--- src/verilog/tcdm_pkg.sv ---
package tcdm_pkg;

  // ########################################
  // Cluster geometry
  // ########################################

  // Number of initiators sharing the banks
  localparam int unsigned NB_INIT = 4;

  // Number of word-interleaved banks
  localparam int unsigned NB_BANK = 2;

  localparam int unsigned DW = 32;      // Data word width in bits
  localparam int unsigned BW = DW / 8;  // One byte enable per data byte

  // Word address width
  // Bit 0 picks the bank and the upper bits give the row inside it
  localparam int unsigned AW = 10;

  // Rows held by one bank, which is 2**(AW-1)
  localparam int unsigned BANK_WORDS = 512;

  // Width of the initiator tag carried in id and r_id
  localparam int unsigned IW = $clog2(NB_INIT);

  // ########################################
  // Opcodes
  // ########################################

  // Same polarity as the classic TCDM wen bit, where high means read
  typedef enum logic {
    OP_WRITE = 1'b0,
    OP_READ  = 1'b1
  } tcdm_op_e;

  // ########################################
  // Request and response bundles
  // ########################################

  // Request from an initiator towards a bank
  // The id field is filled in by the bank arbiter
  typedef struct packed {
    logic          req;   // Request strobe
    logic [AW-1:0] add;   // Word address
    tcdm_op_e      op;    // Read or write
    logic [BW-1:0] be;    // Byte enables for writes
    logic [DW-1:0] data;  // Write data
    logic [IW-1:0] id;    // Initiator tag
  } tcdm_req_t;

  // Read response travelling back to the initiator
  // Writes never produce one
  typedef struct packed {
    logic          r_valid;  // High for one cycle per granted read
    logic [DW-1:0] r_data;   // Read data
    logic [IW-1:0] r_id;     // Tag of the initiator that asked
  } tcdm_rsp_t;

endpackage

--- src/verilog/tcdm_bank_arbiter.sv ---
`timescale 1ns/1ns

// Round-robin arbiter in front of one bank
// Picks one initiator per cycle and tags its request with the initiator index
module tcdm_bank_arbiter #(
  parameter int unsigned BANK_IDX = 0  // Bank served by this arbiter
) (
  input  logic                        clk_i,
  input  logic                        rst_ni,
  input  tcdm_pkg::tcdm_req_t         init_req [tcdm_pkg::NB_INIT],
  output logic [tcdm_pkg::NB_INIT-1:0] init_gnt,
  output tcdm_pkg::tcdm_req_t         bank_req,
  input  logic                        bank_gnt
);

  // ########################################
  // Request masking
  // ########################################

  // One bit per initiator that wants this bank right now
  logic [tcdm_pkg::NB_INIT-1:0] hit;

  always_comb begin
    for (int unsigned i = 0; i < tcdm_pkg::NB_INIT; i++) begin
      // The lowest address bit decides which bank a word lives in
      hit[i] = init_req[i].req && (init_req[i].add[0] == BANK_IDX[0]);
    end
  end

  // ########################################
  // Winner selection
  // ########################################

  logic [tcdm_pkg::IW-1:0] rr_q;   // Initiator with the highest priority this cycle
  logic [tcdm_pkg::IW-1:0] cand;   // Initiator under inspection in the search loop
  logic [tcdm_pkg::IW-1:0] win;    // Selected initiator
  logic                    found;  // Some initiator wants this bank

  // Search starts at the pointer and wraps around
  // The id width covers exactly NB_INIT entries so the addition wraps on its own
  always_comb begin
    found = 1'b0;
    win   = '0;
    cand  = '0;
    for (int unsigned off = 0; off < tcdm_pkg::NB_INIT; off++) begin
      cand = rr_q + off[tcdm_pkg::IW-1:0];
      if (!found && hit[cand]) begin
        found = 1'b1;
        win   = cand;
      end
    end
  end

  // ########################################
  // Forwarding and grant return
  // ########################################

  // Winner's request goes to the bank with the tag stamped in
  always_comb begin
    if (found) begin
      bank_req     = init_req[win];
      bank_req.id  = win;
      bank_req.req = 1'b1;
    end else begin
      bank_req = '0;  // No request means req stays low
    end
  end

  // Only the winner sees the bank grant
  always_comb begin
    init_gnt = '0;
    if (found) begin
      init_gnt[win] = bank_gnt;
    end
  end

  // ########################################
  // Round-robin pointer
  // ########################################

  // After a grant the winner drops to lowest priority
  // Under steady contention each requester waits at most NB_INIT grants
  always_ff @(posedge clk_i or negedge rst_ni) begin
    if (!rst_ni) begin
      rr_q <= '0;
    end else if (found && bank_gnt) begin
      rr_q <= win + 1'b1;  // Wraps from the last initiator back to 0
    end
  end

endmodule

--- config.mk ---
export PLATFORM = sky130hd
export DESIGN_NAME = tcdm_bank_arbiter
export DESIGN_NICKNAME = d
export VERILOG_FILES = /design/src/verilog/tcdm_pkg.sv /design/src/verilog/tcdm_bank_arbiter.sv
export SDC_FILE = /design/constraint.sdc
export NUM_CORES = 1
export LEC_CHECK = 0
export ABC_AREA = 1
export BUFFER_PORTS_ARGS = -buffer_cell sky130_fd_sc_hd__buf_2
export CAP_MARGIN = 0
export CORE_AREA = 2 2 101 103
export CTS_CLUSTER_DIAMETER = 80
export DETAILED_ROUTE_END_ITERATION = 7
export DIE_AREA = 0 0 103 105
export GPL_TIMING_DRIVEN = 1
export PLACE_DENSITY = 0.67
export SLEW_MARGIN = 20
export SYNTH_ARGS = -nofsm -noshare
export SYNTH_HDL_FRONTEND = slang
export SYNTH_SLANG_ARGS = --single-unit
--- constraint.sdc ---
create_clock -name clk_i -period 2.35 [get_ports clk_i]
set_input_delay 0.47 -clock clk_i [delete_from_list [all_inputs] [get_ports clk_i]]
set_output_delay 0.47 -clock clk_i [all_outputs]
set_load 0.01 [all_outputs]
Word-level counts from Yosys, hierarchy flattened
Index checks and enable logic that the tools add are counted.
Storage, ports and cells
  register bits after elaboration: 2
  latch bits: 0
  RAM bits: 0
  bits in read-only memories: 0
  input bits: 203
  logic and storage cells: 53
  memories: 0
Operators by class
  add/subtract/negate cells: 4
  multipliers: 0
  divide/modulo/power cells: 0
  magnitude comparators: 7
  equal/unequal tests: 0
  shift operators: 0
  mux-type cells: 23
  bitwise logic cells: 6
  reduce and logical (&&, ||, !) cells: 12
Operator list (count)
  $bmux W50 S2: 1
  $mux W49: 2
  $mux W50: 1
  $lt A2 B3 Y1 const B: 5
  $logic_and A1 B1 Y1: 9
  $mux W1: 9
  $bmux W1 S2: 4
  $mux W2: 4
  $add A2 B1 Y2 const B: 2
  $add A2 B2 Y2 const B: 2
  $and A4 B4 Y4: 1
  $mux W4: 1
  $not A1 Y1: 4
  $ge A3 B3 Y1 const B: 1
  $logic_not A1 Y1: 3
  $not A2 Y3: 1
  $demux W1 S2: 1
  $ge A2 B1 Y1 const B: 1

Logic depth before layout (Yosys ltp)
  depth in word-level cells: 20
  depth in mapped cells: 15

Least setup slack after synthesis
OpenSTA, ideal clock, no wires.
  path kind: register -> output
  from: register rr_q[0] in the netlist's numbering
  to: output bank_req[17] in the netlist's numbering
  arrival: 1783 ps
  data required time: 1880 ps
  path slack: 97 ps
  stages on the path, launching flop included: 15
  path buffers: 3
  path through: dfrtp_1 buf_6 inv_4 nand2_1 nand2_2 nand3_2 nand2_2 nand3_1 nand3_2 buf_4 buf_2 nand3_1 nand2_1 nand2_1 a21oi_1
RTL lines
  start: declaration: RTL line tcdm_bank_arbiter.sv:34  | logic [tcdm_pkg::IW-1:0] rr_q;
  start signal: assignment: RTL line tcdm_bank_arbiter.sv:87  | rr_q <= win + 1'b1;
  end: declaration: RTL line tcdm_bank_arbiter.sv:12  | output tcdm_pkg::tcdm_req_t bank_req,

==> results.rst <==
.. list-table::
   :header-rows: 1

   * - Metric
     - Value
   * - Status
     - finished with violations
   * - Violations in the final reports
     - negative setup slack
   * - Data required, critical path
     - around 1.9 ns
   * - Top cells by instance count after synthesis
     - 295 x sky130_fd_sc_hd__nand2_1, 106 x sky130_fd_sc_hd__nand3_1, 47 x sky130_fd_sc_hd__a21oi_1, 19 x sky130_fd_sc_hd__buf_4, 14 x sky130_fd_sc_hd__buf_2
   * - TritonCTS sink count
     - 2
   * - Pwr/cell area
     - around 2200 nW/um^2
   * - Number of antenna violations at the first check in global routing
     - 1
   * - Synthesis-stage register bit count
     - 2
   * - Count of nets left with antenna violations after detail routing
     - 0
   * - Max-slew violation count
     - 0
   * - TritonCTS Buffers
     - 3
   * - Htree depth
     - 1
   * - Largest area contributor in the netlist
     - sky130_fd_sc_hd__nand2_1
   * - Worst voltage drop across the vdd grid
     - around 1.1 mV
   * - Utilization after layout
     - 51.9%
   * - Flop pwr share
     - 0.9%
   * - TritonCTS clock tree
     - built
   * - Final instance area
     - approximately 5000 sq um
   * - FF+latch area
     - between 50 and 60 sq um
   * - Crit path arrival time
     - ~2.3 ns
   * - Via-per-instance ratio
     - 4.80
   * - Finished Layout Cells
     - roughly 940
   * - Die X
     - between 100 and 150 microns
   * - Number of enable-type register cells in the synthesized netlist
     - 0
   * - Met1 usage in global routing
     - around 24%
   * - Max Clock Skew
     - ~0.0077 ns
   * - Clock latency on the worst-skew pair
     - between 0.2 and 0.25 ns
   * - Layout-stage area growth over the synthesis result
     - 103%
   * - Proportion of register bits with asynchronous set or reset after synthesis
     - 100%
   * - Final setup fails
     - 53
   * - Drt first-iter violations
     - 257
   * - Number of standard-cell rows in the floorplan
     - 36
   * - Total instance count after detailed placement
     - about 910
   * - Final wirelength
     - about 13000 microns
   * - Number of flip-flops in the largest register
     - 2
   * - Leakage
     - 2.91 nW
   * - Type of the worst setup path
     - reg -> out
   * - Vias in the first global route
     - between 4000 and 5000
   * - Placement-stage cell area
     - around 4000 sq um
   * - Global routing met3 resource utilization
     - around 2.8%
   * - Fin crit period
     - ~2.8 ns
   * - Element type at the critical path end
     - output pin
   * - Max Freq
     - between 300 and 400 MHz
   * - Placeable core area
     - 9640 sq um
   * - Worst min path class
     - in -> async
   * - Syn Std Cell Area
     - between 2000 and 2500 sq um
   * - Die Height
     - 105 microns
   * - Yosys top cell area share
     - roughly 45%
   * - Met2 capacity usage during global routing
     - 37.8%
   * - Root Buffer
     - sky130_fd_sc_hd__clkbuf_8
   * - Final setup margin
     - -0.437 ns
   * - Proportion of power drawn by the clock network
     - around 1.3%
   * - Final weighted congestion in routability-driven placement
     - ~0.87
   * - Initial standard-cell utilization of the core
     - between 20% and 30%
   * - Post-synthesis sequential area ratio
     - under 10%
   * - Most utilized layer in the global route result
     - met2
   * - Largest registers
     - rr_q (2)
   * - Synth warn
     - 0
   * - Area contributors post-synth
     - sky130_fd_sc_hd__nand2_1 45%, sky130_fd_sc_hd__nand3_1 22%, sky130_fd_sc_hd__a21oi_1 9.6%
   * - Multi-input gate area
     - 2450 sq um
   * - Register containing the most flip-flops in the final layout
     - rr_q
   * - Final HPWL DP
     - about 8500 microns
   * - Via count
     - around 4500
   * - Number of hold-repair buffers added at the cts stage
     - 0
   * - Number of fillers in the final layout
     - about 1000
   * - Pin count of the biggest net entering global routing
     - 25
   * - Count of cell types in the netlist
     - 23
   * - Critical path fanouts, max
     - 8
   * - First-pass detailed-route iteration total
     - 5
   * - Startpoint type of the worst setup path
     - flop
   * - Share of layout cells above drive strength 1
     - 52.1%
   * - Total track usage
     - about 20%
   * - Net switching component of the power
     - between 5 and 6 mW
   * - Length in cells of the worst reg-to-reg path
     - 12
   * - Synthesized instance count
     - ~530
   * - Comb power frac
     - a little over nine tenths
   * - Number of nets in the final layout
     - between 1000 and 1500
   * - I/O pin count
     - about 260
   * - Post-DR wirelength/cell
     - about 14 microns
   * - DIE AREA
     - about 11000 sq um
   * - Unrepaired setup endpoints after global routing
     - yes
   * - Port-buffer cells
     - approximately 250
   * - Synthesized Nets
     - 736
   * - Remaining routing DRC violations
     - 0
   * - Syn_area_per_cell
     - between 4 and 5 sq um
   * - Max-cap violations
     - 0
   * - Internal power contribution
     - a little over 5 mW
   * - Clock transition at the registers of the reported paths
     - 0.03 ns
   * - Switching Fraction
     - 53.6%
   * - Final Cycle Share
     - 119%
   * - First-pass GRT wire length
     - 18300 microns
   * - Max Buffers Root-to-Sink
     - 2
   * - Dominant register cell in the synthesized netlist
     - sky130_fd_sc_hd__dfrtp_1
   * - Global-route congestion overflow total
     - 0
   * - Cell with the most instances after synthesis
     - sky130_fd_sc_hd__nand2_1
   * - Hold Fails Final Rpt
     - 0
repair_timing:
item                                    4_1_cts  5_1_grt
pin swaps                                    10       40
endpoints found under the setup margin       53       53
gates resized for setup                      56       87
gates cloned                                  6        6
buffers inserted                             12        4
layer usage:
metal  share of wire, %  up-vias
met5                  0        -
met4                1.3        0
met3                8.5       18
met2                 51      222
met1                 40     2016
li1                   -     2268
power by group through the flow:
| stage | clock (mW) | sequential (mW) | combinational, mW |
|---|---|---|---|
| 2_1_floorplan | 0 | 0.0667 | 5.24 |
| 3_3_place_gp | 0 | 0.0888 | 7.97 |
| 3_5_place_dp | 0 | 0.0908 | 8.00 |
| 4_1_cts | 0.134 | 0.0919 | 9.65 |
| 5_1_grt | 0.147 | 0.107 | 11.8 |
| 6_report | 0.141 | 0.102 | 10.9 |
placed cells by master (no fill, tap or decap), drive strengths merged:
cell      n
buf     313
nand2   301
nand3   109
a21oi    48
inv      10
clkbuf    9
nor2      5
nor3      3
clkinv    2
dfrtp     2
nand4     2
o21ai     2
diode     1
a31oi     1
conb      1
critical path: stages, from the launching register on:
cell and delay, ns:
sky130_fd_sc_hd__dfrtp_2 0.47, sky130_fd_sc_hd__nand3_1 0.23, sky130_fd_sc_hd__nand3_4 0.17, sky130_fd_sc_hd__nand2_8 0.08, sky130_fd_sc_hd__a21oi_4 0.19, sky130_fd_sc_hd__nand2_4 0.10, sky130_fd_sc_hd__nand2_8 0.11, sky130_fd_sc_hd__buf_6 0.13
sky130_fd_sc_hd__clkbuf_16 0.15, sky130_fd_sc_hd__nand2_2 0.04, sky130_fd_sc_hd__nand2_1 0.05, sky130_fd_sc_hd__nand2_1 0.07, sky130_fd_sc_hd__a21oi_2 0.15, sky130_fd_sc_hd__buf_2 0.15
worst paths after layout:
path / slack, ns / start / endpoint
max: -0.44 / rr_q[0] / bank_req[15]
min: 0.03 / rst_ni / rr_q[0]
max reg2reg: 0.20 / rr_q[0] / rr_q[1]
min reg2reg: 0.81 / rr_q[1] / rr_q[1]
max in group asynchronous: 2.21 / rst_ni / rr_q[1]
min in group clk_i: 0.79 / bank_gnt / rr_q[1]
per-stage QoR:
step	setup slack (ns)	hold WS (ns)	TNS (ns)	power (mW)
finish	-0.437	0.0287	-19.71	11.1
global route	-0.554	0.0254	-26.66	12.0
CTS	-0.358	0.0417	-16.42	9.88
detailed placement	-0.365	0.260	-14.98	8.09
global placement	-0.315	0.257	-12.90	8.06
floorplan	0.0975	0.174	0	5.31
layout make-up:
cell class                 count  share of cell area (%)
timing repair buffer         319                    44.6
multi-input combinational    472                    48.9
tap                          133                    3.33
clock buffer                   3                   0.825
sequential                     2                    1.05
inverter                      12                    1.25
antenna                        1                  0.0500
cell families after synthesis:
logic type      Yosys count  synth area share (%)
buf+inv                  60                  15.9
simple gates            419                  71.3
other cells               1                 0.152
flops                     2                  2.03
compound gates           51                  10.6
(Power assumes the default switching activity.)
