[src/verilog/tcdm_pkg.sv]
package tcdm_pkg;

  // ########################################
  // Cluster geometry
  // ########################################

  // Number of initiators sharing the banks
  localparam int unsigned NB_INIT = 4;

  // Number of word-interleaved banks
  localparam int unsigned NB_BANK = 2;

  localparam int unsigned DW = 32;      // Data word width in bits
  localparam int unsigned BW = DW / 8;  // One byte enable per data byte

  // Word address width
  // Bit 0 picks the bank and the upper bits give the row inside it
  localparam int unsigned AW = 10;

  // Rows held by one bank, which is 2**(AW-1)
  localparam int unsigned BANK_WORDS = 512;

  // Width of the initiator tag carried in id and r_id
  localparam int unsigned IW = $clog2(NB_INIT);

  // ########################################
  // Opcodes
  // ########################################

  // Same polarity as the classic TCDM wen bit, where high means read
  typedef enum logic {
    OP_WRITE = 1'b0,
    OP_READ  = 1'b1
  } tcdm_op_e;

  // ########################################
  // Request and response bundles
  // ########################################

  // Request from an initiator towards a bank
  // The id field is filled in by the bank arbiter
  typedef struct packed {
    logic          req;   // Request strobe
    logic [AW-1:0] add;   // Word address
    tcdm_op_e      op;    // Read or write
    logic [BW-1:0] be;    // Byte enables for writes
    logic [DW-1:0] data;  // Write data
    logic [IW-1:0] id;    // Initiator tag
  } tcdm_req_t;

  // Read response travelling back to the initiator
  // Writes never produce one
  typedef struct packed {
    logic          r_valid;  // High for one cycle per granted read
    logic [DW-1:0] r_data;   // Read data
    logic [IW-1:0] r_id;     // Tag of the initiator that asked
  } tcdm_rsp_t;

endpackage

[src/verilog/tcdm_resp_router.sv]
`timescale 1ns/1ns

// Sends each bank read response to the initiator named in its r_id
// Purely combinational
module tcdm_resp_router (
  input  tcdm_pkg::tcdm_rsp_t bank_rsp [tcdm_pkg::NB_BANK],
  output tcdm_pkg::tcdm_rsp_t init_rsp [tcdm_pkg::NB_INIT]
);

  // ########################################
  // Per-initiator selection
  // ########################################

  // Match flags for each initiator and bank pair
  logic [tcdm_pkg::NB_BANK-1:0] match [tcdm_pkg::NB_INIT];

  always_comb begin
    for (int unsigned i = 0; i < tcdm_pkg::NB_INIT; i++) begin
      for (int unsigned b = 0; b < tcdm_pkg::NB_BANK; b++) begin
        // A bank answers initiator i only with a valid response tagged i
        match[i][b] = bank_rsp[b].r_valid
                      && (bank_rsp[b].r_id == i[tcdm_pkg::IW-1:0]);
      end
    end
  end

  // An initiator has at most one request in flight per cycle
  // So at most one bank can match and the loop order does not matter
  always_comb begin
    for (int unsigned i = 0; i < tcdm_pkg::NB_INIT; i++) begin
      init_rsp[i] = '0;  // Nothing for this initiator by default
      for (int unsigned b = 0; b < tcdm_pkg::NB_BANK; b++) begin
        if (match[i][b]) begin
          init_rsp[i] = bank_rsp[b];
        end
      end
    end
  end

endmodule

[config.mk]
export PLATFORM = sky130hd
export DESIGN_NAME = tcdm_resp_router
export DESIGN_NICKNAME = d
export VERILOG_FILES = /design/src/verilog/tcdm_pkg.sv /design/src/verilog/tcdm_resp_router.sv
export SDC_FILE = /design/constraint.sdc
export NUM_CORES = 1
export LEC_CHECK = 0
export BUFFER_PORTS_ARGS = -buffer_cell sky130_fd_sc_hd__buf_4
export CAP_MARGIN = 20
export CORE_MARGIN = 3
export CORE_UTILIZATION = 47
export DETAILED_ROUTE_END_ITERATION = 12
export PLACE_DENSITY = 0.91
export SYNTH_ARGS = -nofsm -noshare
export SYNTH_HDL_FRONTEND = slang
export SYNTH_SLANG_ARGS = --single-unit
[constraint.sdc]
create_clock -name vclk -period 1.9
set_input_delay 0.095 -clock vclk [all_inputs]
set_output_delay 0.095 -clock vclk [all_outputs]
set_load 0.02 [all_outputs]
Yosys cells after proc, flatten, opt, wreduce, memory -nomap -nowiden
Cells that the tools add are included.
{"block": "op_classes", "eq_ne": 6, "n_mux": 8, "reduce_logical": 10}
{"cell": "$mux W35", "n": 8}
{"cell": "$eq A2 B2 Y1 const B", "n": 4}
{"cell": "$logic_and A1 B1 Y1", "n": 8}
{"cell": "$eq A2 B1 Y1 const B", "n": 2}
{"cell": "$logic_not A2 Y1", "n": 2}
{"block": "totals", "reg_bits": 0, "in_bits": 70, "wordCells": 24}

Longest topological paths before layout
Gate-level depths: netlist (run 1).
{"block": "logic_depth", "ltp_word": 4, "depth_mapped": 5, "mapped_depth_nobuf": 2}

Worst setup path before layout (run 1)
Ideal clock, no wire load.
{"block": "synth_path", "path_type": "input to output", "start": "input bank_rsp[35] (netlist bit)", "end": "output init_rsp[10] (netlist bit)", "arrival_time_ns": 1.238, "slack_ns": 0.567, "stages": 4, "n_path_buf": 2, "path_cell_list": "buf_2 -> clkbuf_1 -> nand2_1 -> o31ai_1"}
{"element": "start: declaration", "line_no": "tcdm_resp_router.sv:6", "source": "input tcdm_pkg::tcdm_rsp_t bank_rsp [tcdm_pkg::NB_BANK],"}
{"element": "end: declaration", "line_no": "tcdm_resp_router.sv:7", "source": "output tcdm_pkg::tcdm_rsp_t init_rsp [tcdm_pkg::NB_INIT]"}

==> results by group, run 1 <==
STA
  • Slew headroom: 0.630
  • Endpoints failing hold: 0
  • Hold Worst Slack: 0.538 ns
  • Unrepaired setup endpoints after global routing: false
  • Pins Over Slew Limit: 0
  • Achievable Freq: 690 MHz
  • Number of setup violations in the final report: 0
  • Slew @ Worst Pin: 0.554 ns
  • Period utilisation layout: 0.763
  • Setup TNS Final: 0 ns
  • Min Clock Period, post-route: 1.45 ns

CTS
  • CTS Hold Buffers Added: 0
  • Setup Buffers After CTS: 0
  • PostCTS Resize Cnt: 0

Pwr
  • Power per cell area: 253 nW/um^2
  • Switching power: 634 uW
  • Switching part of the total power: 0.581
  • Flop pwr share: 0
  • Gate power share: 1.000
  • Clk pwr share: 0
  • VDD IR max: 0.000233 V
  • Leak Pwr: 2.01 nW
  • Power Internal: 457 uW
  • Tot Pwr: 1.09 mW

Cells and area
  • Nets@finish: 607
  • Num sequential: 0
  • Reg area: 0 um^2
  • Area of the multi-input gates: 2490 um^2
  • Layout Cells excl Fill: 607
  • Clk_buf instances: 0
  • Share of cells above drive strength 1: 0.540
  • Layout area overhead: 51.2%
  • ANT cells: 0
  • # fillers: 430

Hold path
  • Class of the tightest hold or removal check: in2out

Floorplan
  • Initial Util: 0.503
  • Die height: 83.9 um
  • Core Footprint: 5680 um^2
  • I/O Pins: 210
  • Row count: 27
  • Die W: 83.9 um
  • Die area: 7050 um^2

Placed design
  • Inst Count DP: 607
  • IO buf count: 206
  • Dpl hpwl: 9750 um
  • Routability Congestion: 1.02

Global routing
  • Met3 usage: 0.0632
  • GRT busiest layer: met2
  • Met2 Usage GRT: 0.576
  • Tot GR Track Use: 0.344
  • Initial antenna violation count: 0
  • Largest net degree at the start of global routing: 67
  • First-pass GRT wire length: 20600 um
  • Routing usage on met1: 0.423
  • Number of global-route vias before repair: 3898
  • GRT overflow: 0

Worst setup path
  • Critical Path AT: 1.36 ns
  • Crit. End Element: output port
  • Slowest library cell on the worst path: buf_4
  • CP startpoint kind: primary input
  • CP Cell Sequence: buf_4 -> buf_4 -> and4bb_2 -> a31o_1 -> buf_4
  • Critical Path RT: 1.80 ns
  • CP Class: in2out
  • Maximum fanout along the worst path: 66
  • Worst stage delay on the critical path: 0.45 ns
  • CP most frequent cell: buf_4

Route
  • Routed Antenna Nets: 0
  • Vias: 4373
  • Pre-Repair DR Iteration Count: 5
  • Drt via density: 7.20
  • Iter 0 DRT Violations: 604
  • DRC viols: 0
  • Final WL: 13700 um
  • Drt wl/cell: 22.6 um

Synthesis
  • Most area-consuming cells after synthesis: o31ai_1 17%, and4bb_2 12%, and4b_1 11%
  • Most common cell in the netlist: o31ai_1
  • Syn Inst Count: 385
  • Sequential area share after synthesis: 0
  • Commonest cells post-synth: 64 x o31ai_1, 39 x clkbuf_1, 34 x a31o_2
  • Top-area cell type share of the netlist area: 0.168
  • Yosys warnings: 0
  • Avg Cell Area, Syn: 7.42 um^2
  • Synthesized area: 2860 um^2
  • Largest area contributor in the netlist: o31ai_1
  • Synth cell types: 24

Flow run
  • Maxcap violations: 0

Status
  • Run status: complete, no violations
==> through the flow <==
stage	worst slack [ns]	cell area, um^2	utilization
6_report	0.450	4320	0.761
5_1_grt	0.393	4320	0.761
4_1_cts	0.480	4320	0.761
3_5_place_dp	0.486	4320	0.761
3_3_place_gp	0.495	4320	0.761
2_1_floorplan	0.567	2870	-
==> critical path, delay by kind of cell <==
family,cells,cell delay [ns]
compound gates,1,0.20
buf+inv,3,0.72
simple gates,1,0.30
==> area by class of cell <==
type | count | area share
Inverter | 1 | 0.000870
Tap cell | 72 | 0.0209
Timing Repair Buffer | 226 | 0.402
Multi-Input combinational cell | 308 | 0.577
==> placed cells by master (no fill, tap or decap), types with 5 or more instances in the layout <==
cell      count
nand4b_1     32
o21bai_1      5
nand4_1      32
a31o_2       34
buf_4       223
and4b_1      32
nand2_1      33
o31ai_1      64
and4bb_2     28
a31o_1       30
==> path summary, 6_finish.rpt <==
check / end / startpoint / cells past startpoint / slack, ns
setup / recovery: init_rsp[127] / bank_rsp[1] / 5 / 0.45
hold / removal: init_rsp[118] / bank_rsp[48] / 3 / 0.54
==> cell families (layout without fill, tap and decap cells) <==
| family | Yosys count | count (layout) | share of synthesized area |
|---|---|---|---|
| AOI/OAI and AO/OA | 136 | 136 | 0.383 |
| buffers and inverters | 80 | 227 | 0.135 |
| other | 1 | 4 | 0.00131 |
| and+or+nand+nor | 168 | 168 | 0.481 |
==> routing by layer <==
layer	wire [um]	vias up
met5	0	-
li1	-	1916
met2	6550	371
met4	705	0
met1	4860	2014
met3	1590	72
==> power groups by stage <==
| stage | clock network [mW] | registers (mW) | logic, mW |
|---|---|---|---|
| CTS | 0 | 0 | 1.07 |
| global placement | 0 | 0 | 1.05 |
| finish | 0 | 0 | 1.09 |
| global route | 0 | 0 | 1.14 |
| floorplan | 0 | 0 | 0.598 |
| detailed placement | 0 | 0 | 1.07 |
Note: power is estimated with default switching activity, not from simulation.
==> run 2, diff against run 1 <==
--- a/config.mk
+++ b/config.mk
@@ -8,9 +8,9 @@
 export BUFFER_PORTS_ARGS = -buffer_cell sky130_fd_sc_hd__buf_4
 export CAP_MARGIN = 20
 export CORE_MARGIN = 3
-export CORE_UTILIZATION = 47
+export CORE_UTILIZATION = 43
 export DETAILED_ROUTE_END_ITERATION = 12
-export PLACE_DENSITY = 0.91
+export PLACE_DENSITY = 0.85
 export SYNTH_ARGS = -nofsm -noshare
 export SYNTH_HDL_FRONTEND = slang
 export SYNTH_SLANG_ARGS = --single-unit
==> constraint.sdc (replaced) <==
create_clock -name vclk -period 1.5
set_input_delay 0.075 -clock vclk [all_inputs]
set_output_delay 0.075 -clock vclk [all_outputs]
set_load 0.02 [all_outputs]
==> run 2 against run 1 <==
  * Setup slack got worse by 0.29 ns
  * Clock-buffer cell count unchanged
  * Wire length decreased by 3.6%
  * Worst hold slack got worse by 0.048 ns
  * Via count decreased by 2.1%
  * Critical path depth unchanged
  * Global-route usage decreased by 3.2 points
  * Core utilization decreased by 7.5 points
  * Power increased by 27%
  * Combinational power increased by 27%
  * Sequential cell count unchanged
  * Non-clock buffer count increased by 4
  * Critical endpoint is now init_rsp[116]
  * Largest cell class unchanged
==> results by group, run 2 (same netlist as run 1, synthesis figures left out) <==
STA
  • Period utilisation layout: 0.896
  • Min Clock Period, post-route: 1.34 ns
  • Achievable Freq: 744 MHz
  • Endpoints failing hold: 0
  • Number of setup violations in the final report: 0
  • Setup TNS Final: 0 ns
  • Pins Over Slew Limit: 0
  • Unrepaired setup endpoints after global routing: false

Cells and area
  • Nets@finish: 611
  • Reg area: 0 um^2
  • Commonest non-fill, non-tap cells in the layout: 225 x buf_4, 64 x o31ai_1, 34 x a31o_2
  • Layout Cells excl Fill: 616
  • ANT cells: 0
  • Clk_buf instances: 0
  • Area of the multi-input gates: 2490 um^2
  • # fillers: 539
  • Commonest non-fill, non-tap cell in the layout: buf_4
  • Layout area overhead: 53.3%
  • Share of cells above drive strength 1: 0.544
  • Num sequential: 0

Placed design
  • Routability Congestion: 0.912
  • Dpl hpwl: 9460 um
  • IO buf count: 206
  • Inst Count DP: 616

Route
  • DRC viols: 0
  • Routed Antenna Nets: 0
  • Iter 0 DRT Violations: 399
  • Vias: 4281
  • Drt wl/cell: 21.4 um
  • Drt via density: 6.95
  • Pre-Repair DR Iteration Count: 5
  • Final WL: 13200 um

Flow run
  • Maxcap violations: 0

Hold path
  • Worst Hold Path Cells: 3
  • Hold Path End: init_rsp[122]
  • Hold Path Origin: bank_rsp[52]
  • Class of the tightest hold or removal check: in2out

Global routing
  • Largest net degree at the start of global routing: 72
  • Initial antenna violation count: 0
  • Tot GR Track Use: 0.312
  • Number of global-route vias before repair: 3782
  • First-pass GRT wire length: 19800 um
  • GRT overflow: 0

Worst setup path
  • CP Class: in2out
  • Critical Path AT: 1.27 ns
  • CP startpoint kind: primary input
  • Worst Path Buf+Inv: 3
  • Critical Path RT: 1.42 ns
  • Crit. End Element: output port
  • Crit path max-delay family: buffers and inverters
  • CP Cell Sequence: buf_4 -> buf_4 -> and4bb_2 -> a31o_1 -> buf_4
  • CP most frequent cell: buf_4
  • Worst stage delay on the critical path: 0.42 ns
  • Slowest library cell on the worst path: buf_4
  • Maximum fanout along the worst path: 57

Status
  • Run status: complete, no violations

Pwr
  • Leak Pwr: 2.04 nW
  • Power per cell area: 316 nW/um^2
  • VDD IR max: 0.000270 V

Floorplan
  • Die W: 87.5 um
  • Core Footprint: 6390 um^2
  • Initial Util: 0.447
  • I/O Pins: 210
  • Die height: 87.5 um
  • Row count: 29
  • Die area: 7650 um^2

CTS
  • CTS Hold Buffers Added: 0
  • PostCTS Resize Cnt: 0
  • Setup Buffers After CTS: 0
## run 2: area by class of cell
class                      instances  share of cell area
inverter                           1            0.000857
multi-input combinational        308               0.568
tap                               77              0.0220
timing repair buffer             230               0.409
## run 2: worst max-delay path by stage
| stage | start | end | slack [ns] | cells past startpoint |
|---|---|---|---|---|
| final | bank_rsp[0] | init_rsp[116] | 0.16 | 5 |
| after CTS | bank_rsp[0] | init_rsp[119] | 0.18 | 5 |
| after floorplan | bank_rsp[35] | init_rsp[10] | 0.21 | 4 |
| after global placement | bank_rsp[0] | init_rsp[112] | 0.21 | 5 |
| after global routing | bank_rsp[34] | init_rsp[21] | 0.09 | 6 |
| after detailed placement | bank_rsp[0] | init_rsp[116] | 0.18 | 5 |
## run 2: layer usage
metal | GRT usage | part of all wire | wire length (um)
met2 | 0.517 | 0.48 | 6370
met4 | 0.0809 | 0.024 | 317
met1 | 0.427 | 0.40 | 5260
met3 | 0.0341 | 0.096 | 1260
met5 | 0 | 0 | 0
## run 2: stage by stage
stage	power [mW]	hold WS (ns)	area (um^2)	setup WS [ns]	utilization
after floorplan	0.758	0.342	2870	0.207	-
after global placement	1.34	0.495	4380	0.211	0.686
after detailed placement	1.36	0.492	4380	0.184	0.686
after CTS	1.37	0.492	4380	0.181	0.686
after global routing	1.46	0.505	4380	0.0921	0.686
final	1.38	0.489	4380	0.157	0.686
## run 2: tightest hold or removal path, stage by stage
cell and delay (ns):
buf_4 0.09, a31o_1 0.12, buf_4 0.13
## run 2: power by group
group          total [mW]  internal [mW]  switching [mW]
Clock                   0              0               0
Sequential              0              0               0
Combinational        1.38          0.591           0.793
Total                1.38          0.591           0.793
